<file path="config.mk">
export PLATFORM = sky130hd
export DESIGN_NAME = ccx_pcx
export DESIGN_NICKNAME = d
export VERILOG_FILES = /design/src/hw/ccx_pcx_pkg.sv /design/src/hw/ccx_arb_pkg.sv /design/src/hw/ccx_pcx.sv /design/src/hw/ccx_pcx_egress.sv /design/src/hw/ccx_pcx_ingress.sv /design/src/hw/ccx_pkt_fifo.sv /design/src/hw/ccx_rr_arb.sv
export VERILOG_INCLUDE_DIRS = /design/src /design/src/hw
export SDC_FILE = /design/constraint.sdc
export NUM_CORES = 2
export LEC_CHECK = 0
export BUFFER_PORTS_ARGS = -buffer_cell sky130_fd_sc_hd__buf_2
export CORE_UTILIZATION = 25
export CTS_CLUSTER_SIZE = 12
export DETAILED_ROUTE_END_ITERATION = 8
export PLACE_DENSITY_LB_ADDON = 0.2
export SYNTH_ARGS = -nofsm -noshare
export SYNTH_HDL_FRONTEND = slang
export SYNTH_SLANG_ARGS = --single-unit
export TNS_END_PERCENT = 5
</file>
<file path="constraint.sdc">
create_clock -name rclk -period 4.8 [get_ports rclk]
set_clock_uncertainty 0.15 [all_clocks]
set_input_delay 0.24 -clock rclk [delete_from_list [all_inputs] [get_ports rclk]]
set_output_delay 0.24 -clock rclk [all_outputs]
set_load 0.02 [all_outputs]
</file>
<file path="src/hw/ccx_macros.svh">
`ifndef CCX_MACROS_SVH
`define CCX_MACROS_SVH

// Crossbar sizing for the PCX path

// Number of cores driving requests
`define CCX_NUM_SRC 4

// Number of cache banks receiving packets
`define CCX_NUM_DST 4

`define CCX_ADDR_W 16 // Request address bits
`define CCX_DATA_W 32 // Store data bits

// Entries in every ingress and egress queue
// Also the per-bank credit count of each core
`define CCX_QDEPTH 2

`endif

</file>
<file path="src/hw/ccx_pcx_pkg.sv">
`include "ccx_macros.svh"

package ccx_pcx_pkg;

  typedef enum logic [1:0] {
    PCX_LOAD  = 2'd0, // Cache line read
    PCX_STORE = 2'd1, // Write with data
    PCX_IFILL = 2'd2  // Instruction fetch
  } pcx_rqtype_e;

  typedef logic [$clog2(`CCX_NUM_SRC)-1:0] src_id_t; // Core number
  typedef logic [$clog2(`CCX_NUM_DST)-1:0] dst_id_t; // Bank number

  // Packet body, 50 bits with default widths
  typedef struct packed {
    pcx_rqtype_e             rqtype;
    logic [`CCX_ADDR_W-1:0]  addr;
    logic [`CCX_DATA_W-1:0]  data;
  } pcx_pkt_t;

  typedef struct packed {
    logic     valid; // Request this cycle
    dst_id_t  dst;   // Target bank
    pcx_pkt_t pkt;
  } pcx_req_t;

  typedef struct packed {
    src_id_t  src; // Originating core
    pcx_pkt_t pkt;
  } pcx_dst_pkt_t;

endpackage

</file>
<file path="src/hw/ccx_arb_pkg.sv">
`include "ccx_macros.svh"

package ccx_arb_pkg;

  // One bit per core
  typedef logic [`CCX_NUM_SRC-1:0] src_mask_t;

  // One bit per bank, also the per-core grant bus
  typedef logic [`CCX_NUM_DST-1:0] dst_mask_t;

  // Queue heads of all cores for one bank
  typedef ccx_pcx_pkg::pcx_pkt_t [`CCX_NUM_SRC-1:0] src_pkt_arr_t;

endpackage

</file>
<file path="src/hw/ccx_pcx.sv">
`timescale 1ns/1ps
`include "ccx_macros.svh"

module ccx_pcx (
  input  logic                      rclk,
  input  logic                      rst_n,
  input  ccx_pcx_pkg::pcx_req_t     spc_req        [`CCX_NUM_SRC],
  output ccx_arb_pkg::dst_mask_t    spc_grant      [`CCX_NUM_SRC], // Per core, bit per bank
  output ccx_pcx_pkg::pcx_dst_pkt_t sctag_data     [`CCX_NUM_DST],
  output ccx_arb_pkg::dst_mask_t    sctag_data_rdy,
  input  ccx_arb_pkg::dst_mask_t    sctag_stall
);

  import ccx_pcx_pkg::*;
  import ccx_arb_pkg::*;

  localparam int NUM_SRC = `CCX_NUM_SRC;
  localparam int NUM_DST = `CCX_NUM_DST;

  src_mask_t    head_valid [NUM_DST]; // Ingress to arbiters
  src_pkt_arr_t head_pkt   [NUM_DST];
  src_mask_t    arb_pop    [NUM_DST]; // Arbiters back to ingress
  src_mask_t    bank_grant [NUM_DST]; // Grant as seen by each bank
  dst_mask_t    eg_push;
  dst_mask_t    eg_full;
  pcx_dst_pkt_t eg_pkt     [NUM_DST];

  ccx_pcx_ingress u_ingress (
    .rclk       (rclk),
    .rst_n      (rst_n),
    .spc_req    (spc_req),
    .pop        (arb_pop),
    .head_valid (head_valid),
    .head_pkt   (head_pkt)
  );

  for (genvar d = 0; d < NUM_DST; d++) begin : g_arb
    ccx_rr_arb u_arb (
      .rclk       (rclk),
      .rst_n      (rst_n),
      .head_valid (head_valid[d]),
      .head_pkt   (head_pkt[d]),
      .out_full   (eg_full[d]),
      .pop        (arb_pop[d]),
      .push       (eg_push[d]),
      .push_pkt   (eg_pkt[d]),
      .grant      (bank_grant[d])
    );
  end

  ccx_pcx_egress u_egress (
    .rclk           (rclk),
    .rst_n          (rst_n),
    .push           (eg_push),
    .push_pkt       (eg_pkt),
    .sctag_stall    (sctag_stall),
    .full           (eg_full),
    .sctag_data     (sctag_data),
    .sctag_data_rdy (sctag_data_rdy)
  );

  // Bank-major grants turned into core-major buses
  for (genvar s = 0; s < NUM_SRC; s++) begin : g_gnt_src
    for (genvar d = 0; d < NUM_DST; d++) begin : g_gnt_dst
      assign spc_grant[s][d] = bank_grant[d][s];
    end
  end

endmodule

</file>
<file path="src/hw/ccx_pcx_egress.sv">
`timescale 1ns/1ps
`include "ccx_macros.svh"

module ccx_pcx_egress (
  input  logic                      rclk,
  input  logic                      rst_n,
  input  ccx_arb_pkg::dst_mask_t    push,         // From arbiters
  input  ccx_pcx_pkg::pcx_dst_pkt_t push_pkt       [`CCX_NUM_DST],
  input  ccx_arb_pkg::dst_mask_t    sctag_stall,  // Bank back-pressure
  output ccx_arb_pkg::dst_mask_t    full,
  output ccx_pcx_pkg::pcx_dst_pkt_t sctag_data     [`CCX_NUM_DST],
  output ccx_arb_pkg::dst_mask_t    sctag_data_rdy
);

  import ccx_pcx_pkg::*;
  import ccx_arb_pkg::*;

  localparam int NUM_DST = `CCX_NUM_DST;

  dst_mask_t bank_pop; // Packet consumed by bank

  // Held packet stays on sctag_data until the stall drops
  assign bank_pop = sctag_data_rdy & ~sctag_stall;

  for (genvar d = 0; d < NUM_DST; d++) begin : g_bank
    ccx_pkt_fifo #(
      .payload_t (pcx_dst_pkt_t),
      .DEPTH     (`CCX_QDEPTH)
    ) u_q (
      .rclk      (rclk),
      .rst_n     (rst_n),
      .push      (push[d]),
      .push_data (push_pkt[d]),
      .pop       (bank_pop[d]),
      .head      (sctag_data[d]),
      .not_empty (sctag_data_rdy[d]), // Valid whenever data held
      .full      (full[d])            // Stalls the arbiter
    );
  end

endmodule

</file>
<file path="src/hw/ccx_pcx_ingress.sv">
`timescale 1ns/1ps
`include "ccx_macros.svh"

module ccx_pcx_ingress (
  input  logic                       rclk,
  input  logic                       rst_n,
  input  ccx_pcx_pkg::pcx_req_t      spc_req    [`CCX_NUM_SRC], // Per core
  input  ccx_arb_pkg::src_mask_t     pop        [`CCX_NUM_DST], // Per bank
  output ccx_arb_pkg::src_mask_t     head_valid [`CCX_NUM_DST],
  output ccx_arb_pkg::src_pkt_arr_t  head_pkt   [`CCX_NUM_DST]
);

  import ccx_pcx_pkg::*;

  localparam int NUM_SRC = `CCX_NUM_SRC;
  localparam int NUM_DST = `CCX_NUM_DST;

  // One queue per core and bank pair, so a busy bank never blocks another
  for (genvar s = 0; s < NUM_SRC; s++) begin : g_src
    for (genvar d = 0; d < NUM_DST; d++) begin : g_dst
      logic q_push; // Request targets this bank

      assign q_push = spc_req[s].valid && (spc_req[s].dst == dst_id_t'(d));

      // Credit rule keeps these from overflowing, full is not needed
      ccx_pkt_fifo #(
        .payload_t (pcx_pkt_t),
        .DEPTH     (`CCX_QDEPTH)
      ) u_q (
        .rclk      (rclk),
        .rst_n     (rst_n),
        .push      (q_push),
        .push_data (spc_req[s].pkt),
        .pop       (pop[d][s]),        // From bank d arbiter
        .head      (head_pkt[d][s]),   // Gathered by bank
        .not_empty (head_valid[d][s]),
        .full      ()
      );
    end
  end

endmodule

</file>
<file path="src/hw/ccx_pkt_fifo.sv">
`timescale 1ns/1ps

module ccx_pkt_fifo #(
  parameter type payload_t = logic,
  parameter int  DEPTH     = 2
) (
  input  logic     rclk,
  input  logic     rst_n,
  input  logic     push,
  input  payload_t push_data,
  input  logic     pop,
  output payload_t head,
  output logic     not_empty,
  output logic     full
);

  localparam int PTR_W = (DEPTH > 1) ? $clog2(DEPTH) : 1;
  localparam int CNT_W = $clog2(DEPTH + 1);

  payload_t         mem [DEPTH]; // Entry storage
  logic [PTR_W-1:0] wr_ptr;
  logic [PTR_W-1:0] rd_ptr;
  logic [CNT_W-1:0] count;      // Entries held
  logic             do_push;
  logic             do_pop;

  assign do_push   = push && !full; // Drop on overflow
  assign do_pop    = pop && not_empty;
  assign full      = (count == CNT_W'(DEPTH));
  assign not_empty = (count != '0);
  assign head      = mem[rd_ptr]; // Oldest entry, read through

  always_ff @(posedge rclk) begin
    if (do_push) begin
      mem[wr_ptr] <= push_data;
    end
  end

  always_ff @(posedge rclk) begin
    if (!rst_n) begin
      wr_ptr <= '0;
      rd_ptr <= '0;
      count  <= '0;
    end else begin
      if (do_push) begin
        wr_ptr <= (wr_ptr == PTR_W'(DEPTH - 1)) ? '0 : wr_ptr + 1'b1; // Wrap
      end
      if (do_pop) begin
        rd_ptr <= (rd_ptr == PTR_W'(DEPTH - 1)) ? '0 : rd_ptr + 1'b1;
      end
      count <= count + CNT_W'(do_push) - CNT_W'(do_pop); // Net change
    end
  end

endmodule

</file>
<file path="src/hw/ccx_rr_arb.sv">
`timescale 1ns/1ps
`include "ccx_macros.svh"

module ccx_rr_arb (
  input  logic                      rclk,
  input  logic                      rst_n,
  input  ccx_arb_pkg::src_mask_t    head_valid, // Non-empty queues
  input  ccx_arb_pkg::src_pkt_arr_t head_pkt,
  input  logic                      out_full,   // Egress cannot take more
  output ccx_arb_pkg::src_mask_t    pop,
  output logic                      push,
  output ccx_pcx_pkg::pcx_dst_pkt_t push_pkt,
  output ccx_arb_pkg::src_mask_t    grant       // Registered, one cycle
);

  import ccx_pcx_pkg::*;
  import ccx_arb_pkg::*;

  localparam int NUM_SRC = `CCX_NUM_SRC;

  src_id_t   ptr;     // Highest priority source
  src_id_t   win_id;
  logic      win_vld;
  logic      go;      // Winner moves this cycle
  src_mask_t win_oh;

  // Scan from the pointer upward, first valid wins
  always_comb begin
    src_id_t idx;
    win_vld = 1'b0;
    win_id  = ptr;
    for (int i = 0; i < NUM_SRC; i++) begin
      idx = src_id_t'((int'(ptr) + i) % NUM_SRC);
      if (!win_vld && head_valid[idx]) begin
        win_vld = 1'b1;
        win_id  = idx;
      end
    end
  end

  assign go       = win_vld && !out_full; // Hold off on full egress
  assign win_oh   = src_mask_t'(1) << win_id;
  assign pop      = go ? win_oh : '0;
  assign push     = go;
  assign push_pkt = '{src: win_id, pkt: head_pkt[win_id]}; // Tag with source

  always_ff @(posedge rclk) begin
    if (!rst_n) begin
      ptr   <= '0; // Source 0 first
      grant <= '0;
    end else begin
      grant <= pop; // Credit back to the winner
      if (go) begin
        ptr <= src_id_t'((int'(win_id) + 1) % NUM_SRC); // One past winner
      end
    end
  end

endmodule

</file>
# After elaboration in Yosys (flattened, before gate mapping)
# Memories as Yosys holds them, arrays and structs flattened. A register that Yosys moved wholly into a read port is not among the register bits.
# Cells that the tools add are included.
# W data, S select, Z words.
# classes
add_sub_neg,96
n_mul,0
div_mod_pow,0
magnitude_cmp,20
eq_ne,32
shifts,4
muxes,192
bitwise,2
reduce_logical,128
# ops
cell,count
$bmux W50 S2,4
$mux W50,4
$mux W1,152
$logic_and A1 B1 Y1,72
$lt A2 B3 Y1 const B,20
$eq A2 B2 Y1 const B,28
$add A1 B1 Y1 const B,40
$add A2 B1 Y2,20
$reduce_bool A2 Y1,20
$sub A2 B1 Y2,20
$bmux W1 S2,16
$logic_not A1 Y1,32
$mux W2,12
$add A2 B1 Y2 const B,8
$add A2 B2 Y2 const B,8
$mux W4,4
$shl A1 B2 Y4 const A,4
$eq A2 B1 Y1 const B,4
$logic_not A2 Y1,4
$and A4 B4 Y4,1
$not A4 Y4,1
# totals
reg_bits,104
latchBits,0
ramBits,2016
romBits,0
inputBits,218
output_inout_bits,228
elab_cells,562
n_memories,20
# mem_list
memory,depth,width,read_ports,rd_clocked_by_memory_dff,wr,line_no,rtl
u_egress.g_bank[0].u_q.mem,2,52,1,1,1,ccx_pkt_fifo.sv:20,payload_t mem [DEPTH];
u_egress.g_bank[1].u_q.mem,2,52,1,1,1,ccx_pkt_fifo.sv:20,
u_egress.g_bank[2].u_q.mem,2,52,1,1,1,ccx_pkt_fifo.sv:20,
u_egress.g_bank[3].u_q.mem,2,52,1,1,1,ccx_pkt_fifo.sv:20,
u_ingress.g_src[0].g_dst[0].u_q.mem,2,50,1,1,1,ccx_pkt_fifo.sv:20,
u_ingress.g_src[0].g_dst[1].u_q.mem,2,50,1,1,1,ccx_pkt_fifo.sv:20,
+14 memories,--,--,--,--,--,--,

# Longest topological paths before layout
# depth
ltp_word,18
depth_mapped,13
ltp_nobuf,11

# Cells and area by module
# A second synthesis with hierarchy kept.
# hier_totals
hier_cells,5004
area_unflattened_um2,89971.3
# by_module_without_submodules
module,n_inst,cells_per_inst,area_per_inst_um2,seq_area_each_um2
ccx_pkt_fifo at u_ingress.g_src[0].g_dst[0].u_q ...,16,183,4101.4,3103.0
ccx_pkt_fifo at u_egress.g_bank[0].u_q ...,4,189,4244.1,3223.1
ccx_rr_arb,4,325,1791.7,120.1
ccx_pcx_ingress,1,16,150.1,0.0
ccx_pcx_egress,1,4,55.1,0.0

# Worst setup path after synthesis
# No wires, ideal clock.
# synth_path
kind,register to register
startpoint,register u_ingress.g_src[1].g_dst[3].u_q.count[1]
endpoint,memory u_egress.g_bank[3].u_q.mem[0][0] (netlist name) (enable)
setup_ns,0.463
t_arrival_ns,3.338
required_ns,4.187
slack_ns,0.849
path_stages_with_launch,6
n_path_buf,1
synth_period_minus_slack_ns,3.951
path_cell_list,dfxtp_1 -> nor4_4 -> a32oi_1 -> clkbuf_1 -> inv_1 -> nor2_1
# synth_via
elab_chain_len,17
word_cells_on_any_way,23
cone_classes,mux: 14; reduce/logical: 9
# synth_lines
item,line_no,rtl
from (decl),ccx_pkt_fifo.sv:23,logic [CNT_W-1:0] count;
from (signal assigned),ccx_pkt_fifo.sv:51,count <= count + CNT_W'(do_push) - CNT_W'(do_pop);
$reduce_bool A2 Y1 *,ccx_pkt_fifo.sv:30,assign not_empty = (count != '0);
$bmux W1 S2,ccx_rr_arb.sv:34,if (!win_vld && head_valid[idx]) begin
$mux W1 (not written as such),ccx_rr_arb.sv:34,
$mux W1,ccx_rr_arb.sv:34,
$logic_not A1 Y1,ccx_rr_arb.sv:34,
$logic_and A1 B1 Y1,ccx_rr_arb.sv:34,
$mux W1,ccx_rr_arb.sv:34,
$logic_not A1 Y1,ccx_rr_arb.sv:34,
$logic_and A1 B1 Y1,ccx_rr_arb.sv:34,
$mux W1,ccx_rr_arb.sv:34,
$logic_not A1 Y1,ccx_rr_arb.sv:34,
$logic_and A1 B1 Y1,ccx_rr_arb.sv:34,
$mux W1 *,ccx_rr_arb.sv:34,
$logic_and A1 B1 Y1 *,ccx_rr_arb.sv:41,assign go = win_vld && !out_full;
$logic_and A1 B1 Y1 *,ccx_pkt_fifo.sv:27,assign do_push = push && !full;
$mux W1 *,ccx_pkt_fifo.sv:34,if (do_push) begin
$mux W1 (not written as such) *,ccx_pkt_fifo.sv:35,mem[wr_ptr] <= push_data;
to (decl),ccx_pkt_fifo.sv:20,
# Mark *: on every way between the ends. The rest lies on a longest branch, timed or not. The select of a mux whose other input is x is not followed.

==> summary.md <==
| Metric | Value |
|---|---|
| Post-synth ARST share | 0% |
| Leakage | 33.0 nW |
| Area contributors post-synth | edfxtp_1 72%, mux2i_1 15%, mux2_2 5.4% |
| Total grt overflow | 0 |
| Critical-path cell list | buf_4, mux2_2, buf_2 |
| Post-synthesis mux area share | 20.1% |
| Tot GR Track Use | 16.9% |
| WS Path Type | register to output pin |
| Power Density | 694 nW/um2 |
| Clk sinks | 2140 |
| First-pass GRT wire length | 388000 um |
| Largest delay share family, worst path | flip-flops |
| Final period utilization | 70.6% |
| Post-synth cell types | 52 |
| Largest net degree at the start of global routing | 84 |
| Worst VDD drop | between 0.6 and 0.7 mV |
| Status | finished, final reports clean |
| Post-synth EDFFs | 2016 |
| Max Cap Viol | 0 |
| Crit-path slowest cell | dfxtp_4 |
| Initial antenna violation count | 61 |
| Vias per inst | 4.42 |
| Final nets | 5524 |
| Initial drt markers | ~3500 |
| Fillers | 32870 |
| Measured slew at the worst slew-check pin | around 1200 ps |
| Clock latency at the later pin of the worst-skew pair | around 900 ps |
| Post-Syn Area | around 84000 um2 |
| Ys flop type | edfxtp_1 |
| Total CTS buffers | 236 |
| Die H | 583 um |
| Wirelength, routed | 294000 um |
| Hold depth | 2 |
| Mean post-synth cell area | roughly 19 um2 |
| Via Count | 43941 |
| Synthesized flop and latch total | about 2100 |
| CP Capture Type | output pin |
| Cell count after synthesis | 4459 |
| Post-synthesis sequential area ratio | ~75% |
| Area share of the largest cell type after synthesis | between 70% and 80% |
| Hold Path Class | input pin to register |
| Worst setup margin | 1410 ps |
| End of the critical path | sctag_data[75] |
| Setup TNS | 0 ps |
| Vias in the first global route | 44506 |
| Core area | 334000 um2 |
| Stages on the worst setup path | 3 |
| DP Wirelength | roughly 190000 um |
| R2R Path Start | g_arb[1].u_arb.ptr[0]$_SDFFE_PN0P_ |
| XOR/XNOR share of the synthesized area | 0.550% |
| Post-Synth Adder-Cell Area | 0.593% |
| Slew HR | 21.0% |
| Final core utilization | 30.5% |
| Die Wd | 583 um |
| Worst reg-to-reg path cell count | 6 |
| CP bufs+invs | 2 |
| Simple-Gate Fraction of Synth Area | between 1.5 and 2% |
| Placed Cells | 9307 |
| Syn Nets | 4717 |
| Ys Warns | 0 |
| Routed len/inst | 29.5 um |
| Router iterations before antenna repair | 7 |
| Final Hold Viols | 0 |
| CP arrival | 3000 ps |
| Fmax | 295 MHz |
| Final Non-Filler Cells | ~10000 |
| Final setup viols | 0 |
| Resized Gates After CTS | 0 |
| Crit start category | register |
| Share of layout cells above drive strength 1 | about a quarter |
| Combinational family with the most area after synthesis | multiplexers |
| Maximum fanout along the worst path | 37 |
| RSZ-0062 raised after global routing | no |
| Die footprint | 340000 um2 |
| GP Congestion | approximately 0.75 |
| Post-synthesis compound-gate area fraction | less than 1% |
| Area grow syn2layout | 20.8% |
| # port buffers | approximately 450 |
| Post-synth top area cell | edfxtp_1 |
| Starting Density | 25.2% |
| Root buf cell | clkbuf_16 |
| Largest stage delay, worst path | 890 ps |
| CTS Buffer Depth | 4 |
| DP Worst Slack | 1520 ps |
| Critical Path RT | 4410 ps |
| DRC errors left | 0 |
| Total Power | around 71 mW |
| Final antenna-violating net count | 0 |
| CTS tree | yes |
| Clock-pin transition on the worst setup and hold timing paths | 60 ps |
| R2r endpoint | u_egress.g_bank[1].u_q.mem[1][27]$_DFFE_PP_ |
| Min cycle time layout | 3390 ps |
| FF-to-FF setup slack | 1450 ps |
| H-Tree Depth | 4 |
| Rows | around 210 |
| Final Max Tran Viols | 0 |
| IO Pins | 446 |
[routing by layer]
metal	wire length (um)	share of wire [%]	global-route usage, %	up-vias
met1	135000	46	23.4	23287
met4	5970	2.0	3.35	22
met5	140	0.048	0	-
li1	-	-	-	19019
met2	138000	47	27.7	1275
met3	14900	5.1	2.73	338
[Yosys cell counts, types with 4 or more instances]
| library cell | count |
|---|---|
| edfxtp_1 | 2016 |
| mux2i_1 | 1232 |
| mux2_2 | 408 |
| clkbuf_1 | 149 |
| dfxtp_1 | 124 |
| and2_1 | 68 |
| inv_1 | 56 |
| nor2_1 | 56 |
| xnor2_1 | 49 |
| ha_1 | 40 |
| buf_2 | 26 |
| nand2b_1 | 24 |
| nand2_1 | 18 |
| o21a_1 | 15 |
| buf_6 | 12 |
| o21ai_0 | 12 |
| buf_12 | 11 |
| a21oi_1 | 10 |
| buf_4 | 8 |
| clkbuf_4 | 8 |
| nand4b_1 | 8 |
| nor2b_1 | 8 |
| o221ai_1 | 8 |
| or2_2 | 8 |
| and3_1 | 6 |
| nand3_1 | 6 |
| or2_1 | 6 |
| nor2_2 | 4 |
| nor3_1 | 4 |
| nor3_4 | 4 |
| nor3b_1 | 4 |
| nor4_1 | 4 |
| nor4b_1 | 4 |
| o2111ai_1 | 4 |
| or3b_1 | 4 |
| xor2_1 | 4 |
[how the worst min path moves through the flow]
stage / slack (ps) / from / endpoint
after floorplan: 190 / spc_req[159] / u_ingress.g_src[0].g_dst[0].u_q.mem[0][0]$_DFFE_PP_
after global placement: 300 / u_ingress.g_src[0].g_dst[2].u_q.rd_ptr$_SDFFE_PN0P_ / register
after detailed placement: 310 / u_ingress.g_src[0].g_dst[2].u_q.rd_ptr$_SDFFE_PN0P_ / register
after CTS: 1 / spc_req[104] / u_ingress.g_src[2].g_dst[1].u_q.mem[1][46]$_DFFE_PP_
after global routing: 40 / spc_req[193] / u_ingress.g_src[0].g_dst[0].u_q.mem[1][34]$_DFFE_PP_
final: 70 / spc_req[80] / u_ingress.g_src[2].g_dst[0].u_q.mem[0][27]$_DFFE_PP_
[final cells by class]
class	count	area (um2)	area share, %
multi-input cells	2046	20200	19.8
clock buffers	314	6300	6.18
flip-flops and latches	2140	63100	61.9
repair buffers	784	5650	5.54
clock inverters	100	762	0.748
well taps	4494	5620	5.52
inverters	58	228	0.223
diodes	16	40.0	0.0393
[sequential cells by signal (all words and copies together) (netlist names), named ones only]
| register | count |
|---|---|
| g_arb.u_arb.grant | 16 |
| u_egress.g_bank.u_q.count | 8 |
| u_egress.g_bank.u_q.rd_ptr | 4 |
| u_egress.g_bank.u_q.mem | 416 |
| g_arb.u_arb.ptr | 8 |
| u_ingress.g_src.g_dst.u_q.count | 32 |
| u_egress.g_bank.u_q.wr_ptr | 4 |
| u_ingress.g_src.g_dst.u_q.rd_ptr | 16 |
| u_ingress.g_src.g_dst.u_q.wr_ptr | 16 |
| u_ingress.g_src.g_dst.u_q.mem | 1600 |
[worst reg2reg max path, delay by kind of cell (launching register included)]
family | cells | cell delay [ps]
buffers and inverters | 1 | 220
multiplexers | 2 | 1360
AND/OR/NAND/NOR | 2 | 550
flip-flops | 1 | 420
AO/OA/AOI/OAI | 1 | 540
[logic make-up after synthesis]
kind of cell	after synthesis
adders and majority gates	40
muxes	1640
AOI/OAI and AO/OA	65
and+or+nand+nor	248
DFF	2140
xor gates and xnor gates	53
buffers and inverters	273
[timing repair]
action / CTS / global route
setup buffers: 0 / 0
endpoints found under the setup margin: 0 / 0
hold buffers: 215 / 0
endpoints found under the hold margin: 1698 / 0
[where the power goes]
part | internal, mW | switching [mW] | total, mW
Combinational | 10.1 | 16.2 | 26.3
Clock | 9.62 | 7.41 | 17.0
Sequential | 25.1 | 2.29 | 27.4
[layout by cell type (no fill, tap or decap), types with 6 or more instances in the layout]
cell / count
clkbuf_1: 71
o21a_1: 15
mux2i_1: 1232
buf_12: 27
dfxtp_1: 104
or2_2: 8
clkinv_1: 50
ha_1: 40
inv_1: 56
buf_2: 444
nand4b_1: 8
nand2_1: 18
and2_1: 64
nand2b_1: 24
nor2_1: 20
mux2_2: 408
dlygate4sd3_1: 215
nand3_1: 6
bufinv_16: 9
clkbuf_16: 239
nor2b_1: 8
inv_6: 7
clkinv_2: 28
buf_4: 98
a21oi_1: 8
o21ai_0: 11
edfxtp_1: 2016
and3_1: 6
nor2_4: 38
dfxtp_4: 20
or2_1: 6
diode_2: 16
o221ai_1: 8
xnor2_1: 49
[metrics by stage]
step           area [um2]  hold WS (ps)
2_1_floorplan       84300           189
3_3_place_gp        92700           297
3_5_place_dp        92700           306
4_1_cts            102000          1.15
5_1_grt            102000          36.7
6_report           102000          68.4
Note: power is estimated with default switching activity, not from simulation.
